**src/include/fetch_params.svh**
```systemverilog
`ifndef FETCH_PARAMS_SVH
`define FETCH_PARAMS_SVH

// mmu geometry
`define FETCH_PAGE_WORDS 16  // words per page
`define FETCH_SEGMENTS 16  // physical segments

// one page per segment, so the word memory is the product
`define FETCH_MEM_WORDS (`FETCH_PAGE_WORDS * `FETCH_SEGMENTS)

`define FETCH_PROGRAM_START 8'h00  // first logical pc after reset

// trace path
`define FETCH_TRACE_DEPTH 8  // fifo entries
`define FETCH_CLK_PER_BIT 4  // short bit time for simulation

`endif

```
**src/verilog/fetch_pkg.sv**
```systemverilog
package fetch_pkg;

  typedef logic [15:0] word_t;  // one memory word
  typedef logic [7:0] laddr_t;  // logical word address
  typedef logic [7:0] paddr_t;  // physical word address
  typedef logic [3:0] seg_t;  // segment index
  typedef logic [3:0] page_t;  // logical page number

  // one link of a process chain
  typedef struct packed {
    seg_t  next;  // equals own index at chain end
    page_t page;  // logical page held here
  } seg_entry_t;

  // segment table write
  typedef struct packed {
    seg_t       seg;
    seg_entry_t entry;
  } seg_load_t;

  // word memory write
  typedef struct packed {
    paddr_t addr;
    word_t  data;
  } mem_load_t;

  // fetched instruction pair
  typedef struct packed {
    laddr_t pc;  // address of word1
    word_t  word1;  // opcode in high byte
    word_t  word2;
  } instr_t;

endpackage

```
**src/verilog/program_ram.sv**
```systemverilog
`timescale 1ns/10ps

`include "fetch_params.svh"

module program_ram (
  input  logic                 clk,
  input  logic                 load_en,
  input  fetch_pkg::mem_load_t load,
  input  fetch_pkg::paddr_t    rd_addr,
  output fetch_pkg::word_t     rd_data
);
  import fetch_pkg::*;

  word_t mem_q [`FETCH_MEM_WORDS];  // whole physical space

  // write port, filled by the testbench before run
  always_ff @(posedge clk) begin
    if (load_en) begin
      mem_q[load.addr] <= load.data;
    end
  end

  // registered read, data one cycle after address
  always_ff @(posedge clk) begin
    rd_data <= mem_q[rd_addr];
  end

endmodule

```
**src/verilog/mmu_walker.sv**
```systemverilog
`timescale 1ns/10ps

`include "fetch_params.svh"

module mmu_walker (
  input  logic                 clk,
  input  logic                 arst_n,
  input  logic                 seg_load_en,
  input  fetch_pkg::seg_load_t seg_load,
  input  fetch_pkg::seg_t      start_segment,
  input  logic                 xlat_req,
  input  fetch_pkg::laddr_t    xlat_addr,
  output logic                 xlat_done,
  output logic                 xlat_fault,
  output fetch_pkg::paddr_t    xlat_paddr
);
  import fetch_pkg::*;

  localparam int off_w = $clog2(`FETCH_PAGE_WORDS);

  typedef enum logic {st_idle, st_walk} state_t;

  seg_entry_t       seg_table_q [`FETCH_SEGMENTS];
  state_t           state_q;
  seg_t             cur_q;  // segment under test
  page_t            page_q;  // page being looked for
  logic [off_w-1:0] off_q;
  page_t            req_page;
  logic [off_w-1:0] req_off;
  seg_entry_t       cur_entry;
  logic             hit;
  logic             chain_end;

  function automatic paddr_t phys(input seg_t seg, input logic [off_w-1:0] off);
    return paddr_t'(seg * `FETCH_PAGE_WORDS + off);
  endfunction

  assign req_page  = page_t'(xlat_addr / `FETCH_PAGE_WORDS);
  assign req_off   = off_w'(xlat_addr % `FETCH_PAGE_WORDS);
  assign cur_entry = seg_table_q[cur_q];
  assign hit       = (cur_entry.page == page_q);
  assign chain_end = (cur_entry.next == cur_q);  // self link closes the chain

  always_ff @(posedge clk or negedge arst_n) begin
    if (!arst_n) begin
      state_q    <= st_idle;
      xlat_done  <= 1'b0;
      xlat_fault <= 1'b0;
      for (int i = 0; i < `FETCH_SEGMENTS; i++) begin
        seg_table_q[i].next <= seg_t'(i);  // every segment its own chain end
        seg_table_q[i].page <= '0;
      end
    end else begin
      xlat_done  <= 1'b0;  // pulses
      xlat_fault <= 1'b0;
      if (seg_load_en) begin
        seg_table_q[seg_load.seg] <= seg_load.entry;
      end
      case (state_q)
        st_idle: begin
          if (xlat_req) begin
            if (req_page == '0) begin
              xlat_done <= 1'b1;  // page 0 lives at start_segment, no walk
            end else begin
              state_q <= st_walk;
            end
          end
        end
        st_walk: begin
          if (hit) begin
            xlat_done <= 1'b1;
            state_q   <= st_idle;
          end else if (chain_end) begin
            xlat_fault <= 1'b1;  // page not mapped in this chain
            state_q    <= st_idle;
          end
        end
        default: state_q <= st_idle;
      endcase
    end
  end

  // walk datapath, one chain entry per clock
  always_ff @(posedge clk) begin
    if (state_q == st_idle && xlat_req) begin
      page_q     <= req_page;
      off_q      <= req_off;
      cur_q      <= start_segment;  // walk starts at the chain head
      xlat_paddr <= phys(start_segment, req_off);  // page 0 answer
    end else if (state_q == st_walk) begin
      cur_q      <= cur_entry.next;
      xlat_paddr <= phys(cur_q, off_q);  // taken only on a hit
    end
  end

endmodule

```
**src/verilog/fetch_sequencer.sv**
```systemverilog
`timescale 1ns/10ps

`include "fetch_params.svh"

module fetch_sequencer (
  input  logic              clk,
  input  logic              arst_n,
  input  logic              run,
  output logic              xlat_req,
  output fetch_pkg::laddr_t xlat_addr,
  input  logic              xlat_done,
  input  logic              xlat_fault,
  input  fetch_pkg::paddr_t xlat_paddr,
  output fetch_pkg::paddr_t rd_addr,
  input  fetch_pkg::word_t  rd_data,
  input  logic              trace_full,
  output logic              trace_push,
  output logic [7:0]        trace_byte,
  output logic              instr_valid,
  output fetch_pkg::instr_t instr,
  output logic              fault
);
  import fetch_pkg::*;

  typedef enum logic [2:0] {
    s_xlat1, s_read1, s_xlat2, s_read2, s_emit, s_halt
  } state_t;

  state_t state_q;
  logic   busy_q;  // request sent or read under way
  laddr_t pc_q;
  logic   xlat_state;

  assign xlat_state = (state_q == s_xlat1) || (state_q == s_xlat2);
  assign xlat_addr  = (state_q == s_xlat2) ? pc_q + laddr_t'(1) : pc_q;
  assign trace_byte = instr.word1[15:8];  // opcode byte

  always_ff @(posedge clk or negedge arst_n) begin
    if (!arst_n) begin
      state_q     <= s_xlat1;
      busy_q      <= 1'b0;
      pc_q        <= laddr_t'(`FETCH_PROGRAM_START);
      fault       <= 1'b0;
      xlat_req    <= 1'b0;
      instr_valid <= 1'b0;
      trace_push  <= 1'b0;
    end else begin
      xlat_req    <= 1'b0;
      instr_valid <= 1'b0;
      trace_push  <= 1'b0;
      case (state_q)
        s_xlat1, s_xlat2: begin
          if (!busy_q) begin
            if (run || state_q == s_xlat2) begin  // run only gates a new pair
              xlat_req <= 1'b1;
              busy_q   <= 1'b1;
            end
          end else if (xlat_fault) begin
            fault   <= 1'b1;  // held until reset
            state_q <= s_halt;
          end else if (xlat_done) begin
            busy_q  <= 1'b0;
            state_q <= (state_q == s_xlat1) ? s_read1 : s_read2;
          end
        end
        s_read1, s_read2: begin
          busy_q <= !busy_q;  // wait one cycle for ram data
          if (busy_q) begin
            state_q <= (state_q == s_read1) ? s_xlat2 : s_emit;
          end
        end
        s_emit: begin
          if (!trace_full) begin  // hold the pair until the fifo has room
            instr_valid <= 1'b1;
            trace_push  <= 1'b1;
            pc_q        <= pc_q + laddr_t'(2);
            state_q     <= s_xlat1;
          end
        end
        s_halt: state_q <= s_halt;
        default: state_q <= s_halt;
      endcase
    end
  end

  // pair and read address
  always_ff @(posedge clk) begin
    if (state_q == s_xlat1 && !busy_q && run) begin
      instr.pc <= pc_q;
    end
    if (xlat_state && busy_q && xlat_done) begin
      rd_addr <= xlat_paddr;
    end
    if (state_q == s_read1 && busy_q) begin
      instr.word1 <= rd_data;
    end
    if (state_q == s_read2 && busy_q) begin
      instr.word2 <= rd_data;
    end
  end

endmodule

```
**src/verilog/uart_tx.sv**
```systemverilog
`timescale 1ns/10ps

// 8N1, lsb first, line idles high
module uart_tx #(
  parameter int clk_per_bit = 868  // 100 MHz at 115200 baud
) (
  input  logic       clk,
  input  logic       arst_n,
  input  logic       start,
  input  logic [7:0] data,
  output logic       idle,
  output logic       tx
);

  localparam int cnt_w = (clk_per_bit > 1) ? $clog2(clk_per_bit) : 1;

  localparam logic [3:0] st_idle  = 4'd0;
  localparam logic [3:0] st_start = 4'd1;
  localparam logic [3:0] st_bit0  = 4'd2;  // data bits 2..9
  localparam logic [3:0] st_stop  = 4'd10;

  logic [3:0]       state_q;
  logic [cnt_w-1:0] cnt_q;  // clocks left in this bit
  logic [7:0]       data_q;

  assign idle = (state_q == st_idle);

  always_comb begin
    if (state_q == st_idle || state_q == st_stop) begin
      tx = 1'b1;
    end else if (state_q == st_start) begin
      tx = 1'b0;
    end else begin
      tx = data_q[3'(state_q - st_bit0)];
    end
  end

  always_ff @(posedge clk or negedge arst_n) begin
    if (!arst_n) begin
      state_q <= st_idle;
      cnt_q   <= '0;
    end else if (state_q == st_idle) begin
      if (start) begin
        state_q <= st_start;
        cnt_q   <= cnt_w'(clk_per_bit - 1);
      end
    end else if (cnt_q == '0) begin
      state_q <= (state_q == st_stop) ? st_idle : state_q + 4'd1;  // next bit
      cnt_q   <= cnt_w'(clk_per_bit - 1);
    end else begin
      cnt_q <= cnt_q - 1'b1;
    end
  end

  // frame byte, stable for the whole frame
  always_ff @(posedge clk) begin
    if (state_q == st_idle && start) begin
      data_q <= data;
    end
  end

endmodule

```
**src/verilog/trace_buffer.sv**
```systemverilog
`timescale 1ns/10ps

`include "fetch_params.svh"

module trace_buffer #(
  parameter int clk_per_bit = `FETCH_CLK_PER_BIT
) (
  input  logic       clk,
  input  logic       arst_n,
  input  logic       push,
  input  logic [7:0] push_byte,
  output logic       full,
  output logic       tx
);

  localparam int depth = `FETCH_TRACE_DEPTH;
  localparam int ptr_w = $clog2(depth);

  logic [7:0]       fifo_q [depth];
  logic [ptr_w-1:0] wr_ptr_q;
  logic [ptr_w-1:0] rd_ptr_q;
  logic [ptr_w:0]   count_q;
  logic             tx_idle;
  logic             do_push;
  logic             pop;

  assign full    = (count_q == (ptr_w + 1)'(depth));
  assign do_push = push && !full;  // sequencer waits on full, never drops
  assign pop     = tx_idle && (count_q != '0);  // hand next byte to the transmitter

  always_ff @(posedge clk or negedge arst_n) begin
    if (!arst_n) begin
      wr_ptr_q <= '0;
      rd_ptr_q <= '0;
      count_q  <= '0;
    end else begin
      if (do_push) begin
        wr_ptr_q <= (wr_ptr_q == ptr_w'(depth - 1)) ? '0 : wr_ptr_q + 1'b1;
      end
      if (pop) begin
        rd_ptr_q <= (rd_ptr_q == ptr_w'(depth - 1)) ? '0 : rd_ptr_q + 1'b1;
      end
      case ({do_push, pop})
        2'b10: count_q <= count_q + 1'b1;
        2'b01: count_q <= count_q - 1'b1;
        default: count_q <= count_q;  // both or neither
      endcase
    end
  end

  always_ff @(posedge clk) begin
    if (do_push) begin
      fifo_q[wr_ptr_q] <= push_byte;
    end
  end

  uart_tx #(
    .clk_per_bit(clk_per_bit)
  ) u_uart_tx (
    .clk    (clk),
    .arst_n (arst_n),
    .start  (pop),
    .data   (fifo_q[rd_ptr_q]),
    .idle   (tx_idle),
    .tx     (tx)
  );

endmodule

```
**src/verilog/fetch_top.sv**
```systemverilog
`timescale 1ns/10ps

`include "fetch_params.svh"

module fetch_top (
  input  logic                 clk,
  input  logic                 arst_n,
  input  logic                 mem_load_en,
  input  fetch_pkg::mem_load_t mem_load,
  input  logic                 seg_load_en,
  input  fetch_pkg::seg_load_t seg_load,
  input  fetch_pkg::seg_t      start_segment,
  input  logic                 run,
  output logic                 instr_valid,
  output fetch_pkg::instr_t    instr,
  output logic                 fault,
  output logic                 tx
);
  import fetch_pkg::*;

  // sequencer to mmu
  logic   xlat_req;
  laddr_t xlat_addr;
  logic   xlat_done;
  logic   xlat_fault;
  paddr_t xlat_paddr;

  // sequencer to ram
  paddr_t rd_addr;
  word_t  rd_data;

  // sequencer to trace fifo
  logic       trace_full;
  logic       trace_push;
  logic [7:0] trace_byte;

  program_ram u_program_ram (
    .clk     (clk),
    .load_en (mem_load_en),
    .load    (mem_load),
    .rd_addr (rd_addr),
    .rd_data (rd_data)
  );

  mmu_walker u_mmu_walker (
    .clk           (clk),
    .arst_n        (arst_n),
    .seg_load_en   (seg_load_en),
    .seg_load      (seg_load),
    .start_segment (start_segment),
    .xlat_req      (xlat_req),
    .xlat_addr     (xlat_addr),
    .xlat_done     (xlat_done),
    .xlat_fault    (xlat_fault),
    .xlat_paddr    (xlat_paddr)
  );

  fetch_sequencer u_fetch_sequencer (
    .clk         (clk),
    .arst_n      (arst_n),
    .run         (run),
    .xlat_req    (xlat_req),
    .xlat_addr   (xlat_addr),
    .xlat_done   (xlat_done),
    .xlat_fault  (xlat_fault),
    .xlat_paddr  (xlat_paddr),
    .rd_addr     (rd_addr),
    .rd_data     (rd_data),
    .trace_full  (trace_full),
    .trace_push  (trace_push),
    .trace_byte  (trace_byte),
    .instr_valid (instr_valid),
    .instr       (instr),
    .fault       (fault)
  );

  trace_buffer #(
    .clk_per_bit(`FETCH_CLK_PER_BIT)
  ) u_trace_buffer (
    .clk       (clk),
    .arst_n    (arst_n),
    .push      (trace_push),
    .push_byte (trace_byte),
    .full      (trace_full),
    .tx        (tx)
  );

endmodule

```
**config.mk**
```make
export PLATFORM = sky130hd
export DESIGN_NAME = fetch_top
export DESIGN_NICKNAME = d
export VERILOG_FILES = /design/src/verilog/fetch_pkg.sv /design/src/verilog/program_ram.sv /design/src/verilog/mmu_walker.sv /design/src/verilog/fetch_sequencer.sv /design/src/verilog/uart_tx.sv /design/src/verilog/trace_buffer.sv /design/src/verilog/fetch_top.sv
export VERILOG_INCLUDE_DIRS = /design/src /design/src/include
export SDC_FILE = /design/constraint.sdc
export NUM_CORES = 2
export LEC_CHECK = 0
export BUFFER_PORTS_ARGS = -buffer_cell sky130_fd_sc_hd__buf_2
export CAP_MARGIN = 25
export CORE_MARGIN = 8
export CORE_UTILIZATION = 45
export DETAILED_ROUTE_END_ITERATION = 6
export PLACE_DENSITY = 0.63
export SLEW_MARGIN = 20
export SYNTH_ARGS = -nofsm -noshare
export SYNTH_HDL_FRONTEND = slang
export SYNTH_MEMORY_MAX_BITS = 65536
export SYNTH_SLANG_ARGS = --single-unit
```
**constraint.sdc**
```tcl
create_clock -name clk -period 4.1 [get_ports clk]
set_input_delay 0 -clock clk [delete_from_list [all_inputs] [get_ports clk]]
set_output_delay 0 -clock clk [all_outputs]
set_load 0.005 [all_outputs]
```
Word-level counts from Yosys, hierarchy flattened
Memory sizes are Yosys's and may differ from the RTL's. A register that Yosys moved wholly into a read port is not among the register bits. Index checks and enable logic that the tools add are counted.

Register bits after elaboration: 230. Output and inout bits: 43. Bits in writable memories: 4160. Word-level logic and storage cells: 182. Input port bits: 45. Memories: 2.

$add $sub $neg: 11. Reduce and logical (&&, ||, !) cells: 31. Mux-type cells: 58. Bitwise logic cells: 4. Magnitude comparators: 4. Eq/ne operators: 18.

Memories: u_program_ram.mem_q (words 256, width 16, read ports 1, clocked after Yosys merged registers in 1, write ports 1, RTL line program_ram.sv:14) `` word_t mem_q [`FETCH_MEM_WORDS]; ``; u_trace_buffer.fifo_q (words 8, width 8, read ports 1, clocked after Yosys merged registers in 1, write ports 1, RTL line trace_buffer.sv:19) `logic [7:0] fifo_q [depth];`.

Operator list (number): 128-bit bitwise mux (1); 8-bit two-way mux (6); 8-bit binary-select mux with 4-bit select (1); 8-bit demux with 4-bit select (1); 1-bit two-way mux (25); 3-bit two-way mux (8); 4-bit two-way mux (6); 8-bit by 4-bit adder with 8-bit output (2); 1-bit logical AND (11); 5-bit greater-or-equal comparator (second input constant) (2); 4-bit inverter with 5-bit output (2); 3-bit == test (second input constant) (3); 3-bit one-hot mux with 3 select lines (1); 4-bit by 1-bit adder with 4-bit output (second input constant) (2); 8-bit by 1-bit adder with 8-bit output (second input constant) (1); 8-bit by 2-bit adder with 8-bit output (second input constant) (1); 4-bit == test (2); 4-bit == test (second input constant) (2); 4-bit logical NOT (2); 2-bit two-way mux (4); 4-bit one-hot mux with 2 select lines (1); 2-bit nonzero test (4); 3-bit by 1-bit adder with 3-bit output (second input constant) (2); 3-bit by 2-bit == test with 1-bit output (second input constant) (2); other kinds (24) (34).

Longest topological paths before layout
Depth in word-level cells: 8. Depth in mapped cells: 14. Mapped depth without buffers: 10.

Modules after synthesis
A second synthesis with hierarchy kept.

Cells, all modules: 8178. Area, all modules: 171779.8 um^2.

Modules (own cells, without submodules): program_ram (cells each 7360, times used 1, area an instance 158714.7 um^2); mmu_walker (cells each 484, times used 1, area an instance 7036.7 um^2); trace_buffer (cells each 158, times used 1, area an instance 3163.0 um^2); fetch_sequencer (cells each 120, times used 1, area an instance 2164.6 um^2); uart_tx (cells each 56, times used 1, area an instance 700.7 um^2).

Least setup slack after synthesis
Ideal clock, no wire load.

Kind: register -> register. Start: register u_trace_buffer.u_uart_tx.state_q[1]. End: register u_trace_buffer.count_q[2]. Arrival: 2.647 ns. Period minus slack after synthesis: 2.773 ns. Required time: 3.974 ns. Cell stages (with the launch flop): 12. Setup slack: 1.327 ns. Cell sequence: dfrtp_1 > clkbuf_1 > nor3_1 > nand2b_1 > nor2_1 > ha_1 > xor2_1 > ha_1 > a21oi_1 > xor2_1 > nor2_1 > xor2_1.

Longest elaborated chain between the ends: 4. Elaborated cells on any way between the ends: 6. Those cells by class: eq/ne (2); mux (1); reduce/logical (3).

RTL lines: from (decl) (RTL line uart_tx.sv:22) `logic [3:0] state_q;`; from (signal assigned) (RTL line uart_tx.sv:40) `state_q <= st_idle;`; from (signal assigned) (RTL line uart_tx.sv:44) `state_q <= st_start;`; from (signal assigned) (RTL line uart_tx.sv:48) `state_q <= (state_q == st_stop) ? st_idle : state_q + 4'd1;`; 4-bit logical NOT * (RTL line uart_tx.sv:26) `assign idle = (state_q == st_idle);`; 1-bit logical AND * (RTL line trace_buffer.sv:29) `assign pop = tx_idle && (count_q != '0);`; net u_trace_buffer.pop (RTL line trace_buffer.sv:25) `logic pop;`; 2-bit by 1-bit == test with 1-bit output or 2-bit == test (tied branches) (RTL line trace_buffer.sv:43) `case ({do_push, pop})`; 4-bit one-hot mux with 2 select lines or 2-bit nonzero test (tied branches); to (signal assigned) (RTL line trace_buffer.sv:44) `2'b10: count_q <= count_q + 1'b1;`; to (signal assigned) (RTL line trace_buffer.sv:45) `2'b01: count_q <= count_q - 1'b1;`; to (signal assigned) (RTL line trace_buffer.sv:46) `default: count_q <= count_q;`; to (decl) (RTL line trace_buffer.sv:22) `logic [ptr_w:0] count_q;`.

The timed path passes the listed nets; every way through them passes the cells marked *. A chain may end at the register's enable or synchronous reset.

==> results.yml <==
global_route:
  grt_max_degree: 141
  grt_pass1_wl_microns: 656000
  antenna_found_initial: 32
  first_global_vias: 86951
  track_usage: 0.223
  grt_overflow: 0
layout:
  fin_nets: 8971
  nFillCells: 29674
  layout-drive-gt1-share: 0.271
  layout_commonest_cell: "edfxtp_1"
  finish.utilization: 0.515
  syn_to_final_growth_pct: 14.0
  postLayoutCellArea_sq_um: 196000
  seqCellArea_sq_um: 132000
  layout_common_cells: "edfxtp_1, mux4_2, mux2i_1, buf_4, clkbuf_16"
  multi_input_area_sq_um: 37600
sta:
  drv_slew: 0
  min_period_over_period: 0.985
  tns_ns: 0
  slew_headroom: 0.234
  tightestPinTransition_ns: 1.15
  fmax_mhz: 248
  holdWs_ns: 0.0796
  finalSetupViolCount: 0
  finalHoldViolCount: 0
  fin_skew_ns: 0.0471
  fin_crit_ns: 4.04
  rsz0062_at_grt: "false"
critical_path:
  start_kind: "flop"
  setup.worst_path.end_class: "flop"
  worstPathRequired_ns: 5.01
  crit_arrival_ns: 4.95
  path_max_fanout: 48
  crit_type: "flop to flop"
routing:
  drt-total-wl_microns: 464000
  post-route-drc-count: 0
  drt_pre_antenna_iters: 6
  drt_iter0_markers: 11899
  vias_per_cell: 6.12
  via_count: 87696
  route.antenna.remaining_nets: 0
  avgRoutedWirePerCell_microns: 32.4
clock_network:
  cts.path.max_buffers: 4
  tritoncts: "done"
  clk_pin_slew_worst_paths_ns: 0.06
  post_cts_buffers: 0
  cts_buffers: 432
  cts_root_buf: "clkbuf_16"
  cts_max_level: 5
  clk_latency_ns: 1.00
  clock_sinks: 4412
synth:
  synth_ff_type: "edfxtp_1"
  synth_cell_types: 82
  synth_cells: 8221
  synth_seq_cells: 4412
  ys_warn_count: 0
  postSynthAreaPerCell_sq_um: 21.0
  synth_nets: 8276
  syn_area_sq_um: 172000
  yosysSeqAreaShare: 0.763
  synth_edf_count: 4235
  ys_async_sr_fraction: 0.0365
place:
  place_area_sq_um: 182000
  gp_congestion: 0.962
  portBuffers: 86
  post-dp-hpwl_microns: 285000
pwr:
  p_leak_nw: 63.5
  total_power_mw: 101
  p_per_area_nw_per_um2: 516
  ir_worst_vdd_mv: 0.441
floorplanning:
  coreArea_sq_um: 382000
  die-area_sq_um: 403000
  die_y_microns: 635
  io_pins: 88
  start_util: 0.452
  chipWidth_microns: 635
  row_count: 227
run_status:
  status: "completed"
flow_run:
  drv_cap: 0
min_path:
  hold_path_class: "input port to flop"
[sequential cells by signal, indices dropped and copies added (netlist names), 2 cells and up]
signal                            flops
u_mmu_walker.cur_q                    4
u_trace_buffer.wr_ptr_q               3
u_mmu_walker.seg_table_q            128
u_trace_buffer.u_uart_tx.cnt_q        2
u_trace_buffer.u_uart_tx.data_q       8
u_mmu_walker.off_q                    4
u_fetch_sequencer.state_q             3
u_mmu_walker.page_q                   4
u_fetch_sequencer.pc_q                7
u_fetch_sequencer.rd_addr             8
u_program_ram.rd_data                16
u_program_ram.mem_q                4096
u_trace_buffer.fifo_q                64
u_mmu_walker.xlat_paddr               8
u_trace_buffer.count_q                4
u_trace_buffer.u_uart_tx.state_q      4
u_fetch_sequencer.instr              39
u_trace_buffer.rd_ptr_q               3
[layout make-up]
cell class                 instances  area share
sequential                      4412       0.670
inverter                          13    0.000299
antenna                           18    0.000229
tap                             5038      0.0321
clock inverter                   272      0.0150
clock buffer                     528      0.0570
timing repair buffer             745      0.0341
multi-input combinational       3312       0.192
[worst paths after layout]
path / startpoint / to / slack [ns] / cells past startpoint
worst max-delay path: u_fetch_sequencer.rd_addr[0] / u_program_ram.rd_data[12] / 0.06 / 11
worst min-delay path: seg_load[0] / u_mmu_walker.seg_table_q[40] / 0.08 / 3
worst max register to register: u_fetch_sequencer.rd_addr[0] / u_program_ram.rd_data[12] / 0.06 / 11
worst min register to register: u_program_ram.rd_data[0] / u_fetch_sequencer.instr[16] / 0.44 / 0
max in group asynchronous: arst_n / u_mmu_walker.seg_table_q[9] / 3.32 / 4
min in group asynchronous: arst_n / u_mmu_walker.seg_table_q[77] / 0.24 / 3
[report_power, final]
part | internal, mW | switching, mW
registers | 50.3 | 0.923
logic | 4.27 | 6.07
clock network | 22.7 | 17.0
[timing repair]
| item | 4_1_cts | 5_1_grt |
|---|---|---|
| hold endpoints to repair | 4249 | 0 |
| hold buffers | 62 | 0 |
| resized for setup | 4 | 0 |
| endpoints found under the setup margin | 2 | 0 |
[through the flow]
stage / worst slack [ns] / std cells
2_1_floorplan: 1.33 / 8221
3_3_place_gp: -0.286 / 13446
3_5_place_dp: -0.248 / 13452
4_1_cts: 0.0111 / 14314
5_1_grt: 0.0268 / 14324
6_report: 0.0627 / 14338
[synthesized netlist by cell type (60+ instances only)]
library cell | number | share of area
a21oi_1 | 147 | 0.0043
buf_2 | 98 | 0.0028
dfrtp_1 | 129 | 0.019
mux2_2 | 152 | 0.0099
mux2i_1 | 525 | 0.030
nor2_1 | 426 | 0.0093
o221ai_1 | 119 | 0.0060
clkbuf_1 | 166 | 0.0036
mux4_2 | 892 | 0.12
buf_6 | 60 | 0.0039
edfxtp_1 | 4235 | 0.74
nor3_1 | 139 | 0.0040
nand2_1 | 219 | 0.0048
nand3_1 | 66 | 0.0019
o22ai_1 | 175 | 0.0064
o21ai_0 | 95 | 0.0028
[routing by layer]
| metal | vias up | wire length, microns | global-route usage |
|---|---|---|---|
| li1 | 35639 | - | - |
| met1 | 46638 | 184000 | 0.310 |
| met2 | 4537 | 217000 | 0.350 |
| met3 | 868 | 42600 | 0.0463 |
| met4 | 14 | 20100 | 0.0837 |
| met5 | - | 102 | 0 |
[worst max-delay path: stages, from the launching register on]
cell and delay [ns]:
edfxtp_1 0.45, buf_12 0.21, buf_12 0.24, buf_12 0.35, buf_4 0.26, mux2i_1 0.09
o221ai_1 0.24, o22ai_1 0.16, o21ai_0 0.68, nand3_1 0.35, nor3_1 0.64, and3_1 0.27
[kinds of logic after synthesis]
logic type	after synthesis	synth area share
AOI/OAI and AO/OA	668	0.0259
xor gates and xnor gates	24	0.00122
adders and majority gates	10	0.000726
buffers and inverters	497	0.0207
DFF	4412	0.763
muxes	1601	0.162
other	1	0.0000218
and+or+nand+nor	1008	0.0265
Note: power is estimated with default switching activity, not from simulation.
